<file path="src/core_types_pkg.sv">
/*
 * Core type constants
 * Widths and fixed sizes shared by the whole front end
 */

package core_types_pkg;

	// ------------------------------------------------------------------------
	// Program counter

	// Byte address width
	localparam int PC_WIDTH = 32;

	// Reset PC of the core
	localparam logic [PC_WIDTH-1:0] INIT_PC = 32'h8000_0000;

	// ------------------------------------------------------------------------
	// Fetch and dequeue geometry

	// One RVC parcel
	localparam int HW_WIDTH = 16;

	// Halfwords in one fetch block (16 bytes)
	localparam int FETCH_2B = 8;

	// Slot index inside a fetch block
	localparam int FETCH_OFS_W = $clog2(FETCH_2B);

	// Counts of 0 to FETCH_2B halfwords
	localparam int FETCH_CNT_W = FETCH_OFS_W + 1;

	// Instructions handed to decode per cycle
	localparam int DEQ_WAYS = 4;

endpackage

</file>
<file path="src/istream_pkg.sv">
/*
 * Instruction stream types
 * Fetch block, ring entry and dequeue bundle layouts plus buffer sizing
 */

package istream_pkg;

	import core_types_pkg::*;

	// ------------------------------------------------------------------------
	// Buffer sizing

	localparam int ISTREAM_SETS = 8;
	localparam int ISTREAM_ENTRIES = ISTREAM_SETS * FETCH_2B;
	localparam int ISTREAM_PTR_W = $clog2(ISTREAM_ENTRIES);

	// Occupancy needs one more bit than a pointer (0 to 64)
	localparam int ISTREAM_CNT_W = ISTREAM_PTR_W + 1;

	// Three blocks of slack, two of them possibly in flight
	localparam int STALL_MARGIN = 3 * FETCH_2B;

	// ------------------------------------------------------------------------
	// Stream types

	typedef struct packed {
		logic [FETCH_2B-1:0] valid_mask;
		logic [FETCH_2B-1:0][HW_WIDTH-1:0] instr;
		logic [FETCH_2B-1:0] pred;
		logic [PC_WIDTH-1:0] after_pc;
	} fetch_block_t;

	typedef struct packed {
		logic [HW_WIDTH-1:0] instr;
		logic pred;
		logic [PC_WIDTH-1:0] pc;
	} hw_entry_t;

	// Halfword 1 only meaningful when uncompressed
	typedef struct packed {
		logic valid;
		logic uncompressed;
		logic [1:0][HW_WIDTH-1:0] instr;
		logic [1:0] pred;
		logic [PC_WIDTH-1:0] pc;
	} way_t;

	typedef struct packed {
		logic valid;
		way_t [DEQ_WAYS-1:0] ways;
	} deq_bundle_t;

	typedef enum logic {
		IS_STREAM = 1'b0,
		IS_RESTARTED = 1'b1
	} istream_state_e;

endpackage

</file>
<file path="src/istream_deq.sv">
/*
 * Instruction stream dequeue
 * Splits the head halfwords into up to four in-order instructions
 */

`timescale 1ns/1ns

module istream_deq
	import core_types_pkg::*;
	import istream_pkg::*;
(
	input hw_entry_t [FETCH_2B-1:0] head_entries,
	input logic [FETCH_CNT_W-1:0] head_count,
	output deq_bundle_t deq_SDEQ,
	output logic [FETCH_CNT_W-1:0] pop_count
);

	// Walk the head window one way at a time
	always_comb begin
		logic [FETCH_CNT_W-1:0] pos;
		logic [FETCH_CNT_W-1:0] next_pos;
		logic stop;
		logic is_long;
		hw_entry_t first_hw;
		hw_entry_t second_hw;

		deq_SDEQ = '0;
		pos = '0;
		next_pos = '0;
		stop = 1'b0;
		is_long = 1'b0;
		first_hw = '0;
		second_hw = '0;

		for (int w = 0; w < DEQ_WAYS; w++) begin
			if (!stop && pos < head_count) begin
				first_hw = head_entries[pos[FETCH_OFS_W-1:0]];
				// Low bits 11 mark a 32-bit instruction
				is_long = (first_hw.instr[1:0] == 2'b11);
				next_pos = pos + 1'b1;

				if (is_long && next_pos >= head_count) begin
					// Second half not here yet
					stop = 1'b1;
				end else begin
					deq_SDEQ.ways[w].valid = 1'b1;
					deq_SDEQ.ways[w].uncompressed = is_long;
					deq_SDEQ.ways[w].pc = first_hw.pc;
					deq_SDEQ.ways[w].instr[0] = first_hw.instr;
					deq_SDEQ.ways[w].pred[0] = first_hw.pred;
					if (is_long) begin
						second_hw = head_entries[next_pos[FETCH_OFS_W-1:0]];
						deq_SDEQ.ways[w].instr[1] = second_hw.instr;
						deq_SDEQ.ways[w].pred[1] = second_hw.pred;
						next_pos = next_pos + 1'b1;
					end
					pos = next_pos;
				end
			end else begin
				stop = 1'b1;
			end
		end

		pop_count = pos;
		deq_SDEQ.valid = deq_SDEQ.ways[0].valid;
	end

	// No hole in the bundle
	always_comb begin
		for (int k = 1; k < DEQ_WAYS; k++) begin
			a_way_order: assert (!deq_SDEQ.ways[k].valid || deq_SDEQ.ways[k-1].valid);
		end
	end

endmodule

</file>
<file path="config.mk">
export PLATFORM = sky130hd
export DESIGN_NAME = istream_deq
export DESIGN_NICKNAME = d
export VERILOG_FILES = /design/src/core_types_pkg.sv /design/src/istream_pkg.sv /design/src/istream_deq.sv
export SDC_FILE = /design/constraint.sdc
export NUM_CORES = 1
export LEC_CHECK = 0
export ABC_AREA = 1
export BUFFER_PORTS_ARGS = -buffer_cell sky130_fd_sc_hd__buf_2
export CAP_MARGIN = 20
export CORE_AREA = 2 2 264 266
export DETAILED_ROUTE_END_ITERATION = 8
export DIE_AREA = 0 0 266 268
export MAX_ROUTING_LAYER = met4
export SLEW_MARGIN = 20
export SYNTH_ARGS = -nofsm -noshare
export SYNTH_HDL_FRONTEND = slang
export SYNTH_SLANG_ARGS = --single-unit
</file>
<file path="constraint.sdc">
create_clock -name vclk -period 8.5
set_input_delay 0.425 -clock vclk [all_inputs]
set_output_delay 0.425 -clock vclk [all_outputs]
set_load 0.05 [all_outputs]
</file>
==> flow_summary_export.csv <==
group,metric,value,unit
floorplan,ioPinCount,673,
outcome,status,"complete, no violations",
timing,setup_viol,0,
grt,grt_pass1_wl,124,mm
yosys,syn-num-nets,3168,
final_layout,finalNonFillerCells,4105,
floorplan,start_util,19.7,%
yosys,netlist_area,13400,sq um
worst_setup_path,critical_path.startpoint_type,"input pin",
min_path,min_to,"deq_SDEQ[18]",
final_layout,multiInputGateArea,11500,sq um
timing,fmax,0.126,GHz
floorplan,dieArea,71300,sq um
final_layout,num-clock-buffers,0,
timing,finalMaxSlewViolations,0,
placed_design,place.gp.congestion,0.999,
floorplan,core-area,68200,sq um
clock_network,ctsHoldBuffers,0,
worst_setup_path,endpoint_kind,"output pin",
worst_setup_path,critPathKind,"input pin to output pin",
min_path,hold_depth,4,
detailed_routing,first_pass_iters,7,
final_layout,seqCellArea,0,sq um
yosys,avgSynthCellArea,4.89,sq um
placed_design,dp.cells,4091,
timing,hold_viol_final,0,
grt,track_usage,23.1,%
worst_setup_path,cp.required,8.08,ns
placed_design,post_dp_cell_area,17700,sq um
detailed_routing,vias_per_cell,5.48,
placed_design,hpwlAfterDp,64.0,mm
timing,tns,0,ns
detailed_routing,drc,0,
run,cap_violations,0,
final_layout,final_cell_mix,"o21ai_0, buf_2, a21oi_1",
floorplan,die_h,268,microns
detailed_routing,wl_per_cell,21.3,microns
min_path,worstHoldStart,"head_entries[18]",
clock_network,cts_resized,0,
worst_setup_path,critical_path_arrival,7.52,ns
worst_setup_path,crit_slowest_cell,"buf_4",
final_layout,layout_commonest_cell,"o21ai_0",
detailed_routing,vias,22500,
grt,antenna_found_initial,15,
final_layout,fillers,7979,
timing,fin_crit,7.95,ns
final_layout,syn2layout_area_growth,32.2,%
yosys,ys_seq_area_share,0,%
detailed_routing,postRouteWirelength,87.6,mm
worst_setup_path,max_stage_delay,0.50,ns
timing,period_share,93.5,%
detailed_routing,ant_nets,0,
yosys,ys_types,41,
final_layout,nNetsFinal,3633,
clock_network,postCtsSetupBuffers,0,
grt,grt_max_degree,231,
yosys,syn_inst,2746,
yosys,ys_warn_count,0,
timing,grt_setup_unrepaired,"no",
grt,grt_overflow,0,
worst_setup_path,crit_fanout,42,
detailed_routing,drt_iter0_drc,3246,
final_layout,drive_above_1_share,26.7,%
placed_design,numPortBuffers,673,
final_layout,seq_cell_count,0,
floorplan,dieWidth,266,microns
floorplan,num_rows,96,
final_layout,fin_area,17800,sq um
timing,slew_headroom,21.0,%
final_layout,post-route-util,26.0,%
min_path,holdCritPathClass,"input pin to output pin",
grt,grt_pass1_vias,19600,
timing,worstMarginPinSlew,1.19,ns
synthesized netlist by cell type (all sizes together) (3+ instances only):
| cell type | instances | area share (%) |
|---|---|---|
| or2 | 4 | 0.19 |
| o211a | 11 | 0.82 |
| o21a | 8 | 0.45 |
| a31oi | 36 | 1.7 |
| o21bai | 3 | 0.17 |
| a21oi | 364 | 14 |
| nor2 | 418 | 12 |
| o221ai | 34 | 2.2 |
| a221oi | 3 | 0.20 |
| buf | 93 | 3.6 |
| o22ai | 12 | 0.56 |
| o21ai | 725 | 27 |
| inv | 303 | 8.5 |
| nor3 | 6 | 0.22 |
| o31ai | 5 | 0.28 |
| clkbuf | 173 | 4.8 |
| ha | 26 | 2.4 |
| nand3 | 95 | 3.7 |
| clkinv | 4 | 0.11 |
| nand2 | 267 | 8.2 |
| o211ai | 32 | 1.8 |
| a211oi | 101 | 6.0 |
| xor2 | 4 | 0.26 |
| a311oi | 12 | 0.78 |
cells by family after synthesis:
kind of cell | Yosys count | synth area share, %
AOI/OAI and AO/OA | 1350 | 55.9
adders and majority gates | 26 | 2.42
buffers and inverters | 573 | 17.0
xor gates and xnor gates | 6 | 0.391
and+or+nand+nor | 791 | 24.3
worst max-delay path: cells and delay by family:
| kind | cells | cell delay (ns) |
|---|---|---|
| AOI/OAI and AO/OA | 6 | 1.04 |
| and+or+nand+nor | 14 | 2.00 |
| adders and majority gates | 4 | 1.14 |
| buffers and inverters | 11 | 2.86 |
area by class of cell:
cell class,instances,share of cell area [%]
diodes,14,0.197
multi-input cells,2173,64.6
inverters,307,6.50
well taps,882,6.21
repair buffers,729,22.5
how the worst max path moves through the flow:
stage / startpoint / to / slack [ns]
global placement: head_count[2] / deq_SDEQ[254] / 0.72
floorplan: head_count[2] / deq_SDEQ[255] / 0.06
CTS: head_count[2] / deq_SDEQ[254] / 0.65
detailed placement: head_count[2] / deq_SDEQ[254] / 0.69
finish: head_count[2] / deq_SDEQ[262] / 0.55
global route: head_count[2] / deq_SDEQ[254] / 0.15
metrics by stage:
stage	worst slack (ns)	hold WS [ns]
after floorplan	0.0615	1.07
after global placement	0.724	1.27
after detailed placement	0.691	1.27
after CTS	0.648	1.27
after global routing	0.153	1.29
final	0.552	1.27
routing by layer:
layer  global-route usage, %  wire (microns)  up-vias
met5                       -               0        -
li1                        -               -    10400
met3                    4.68           10500      273
met2                    35.8           38700     1686
met4                    7.73            3420        0
met1                    29.9           35000    10100
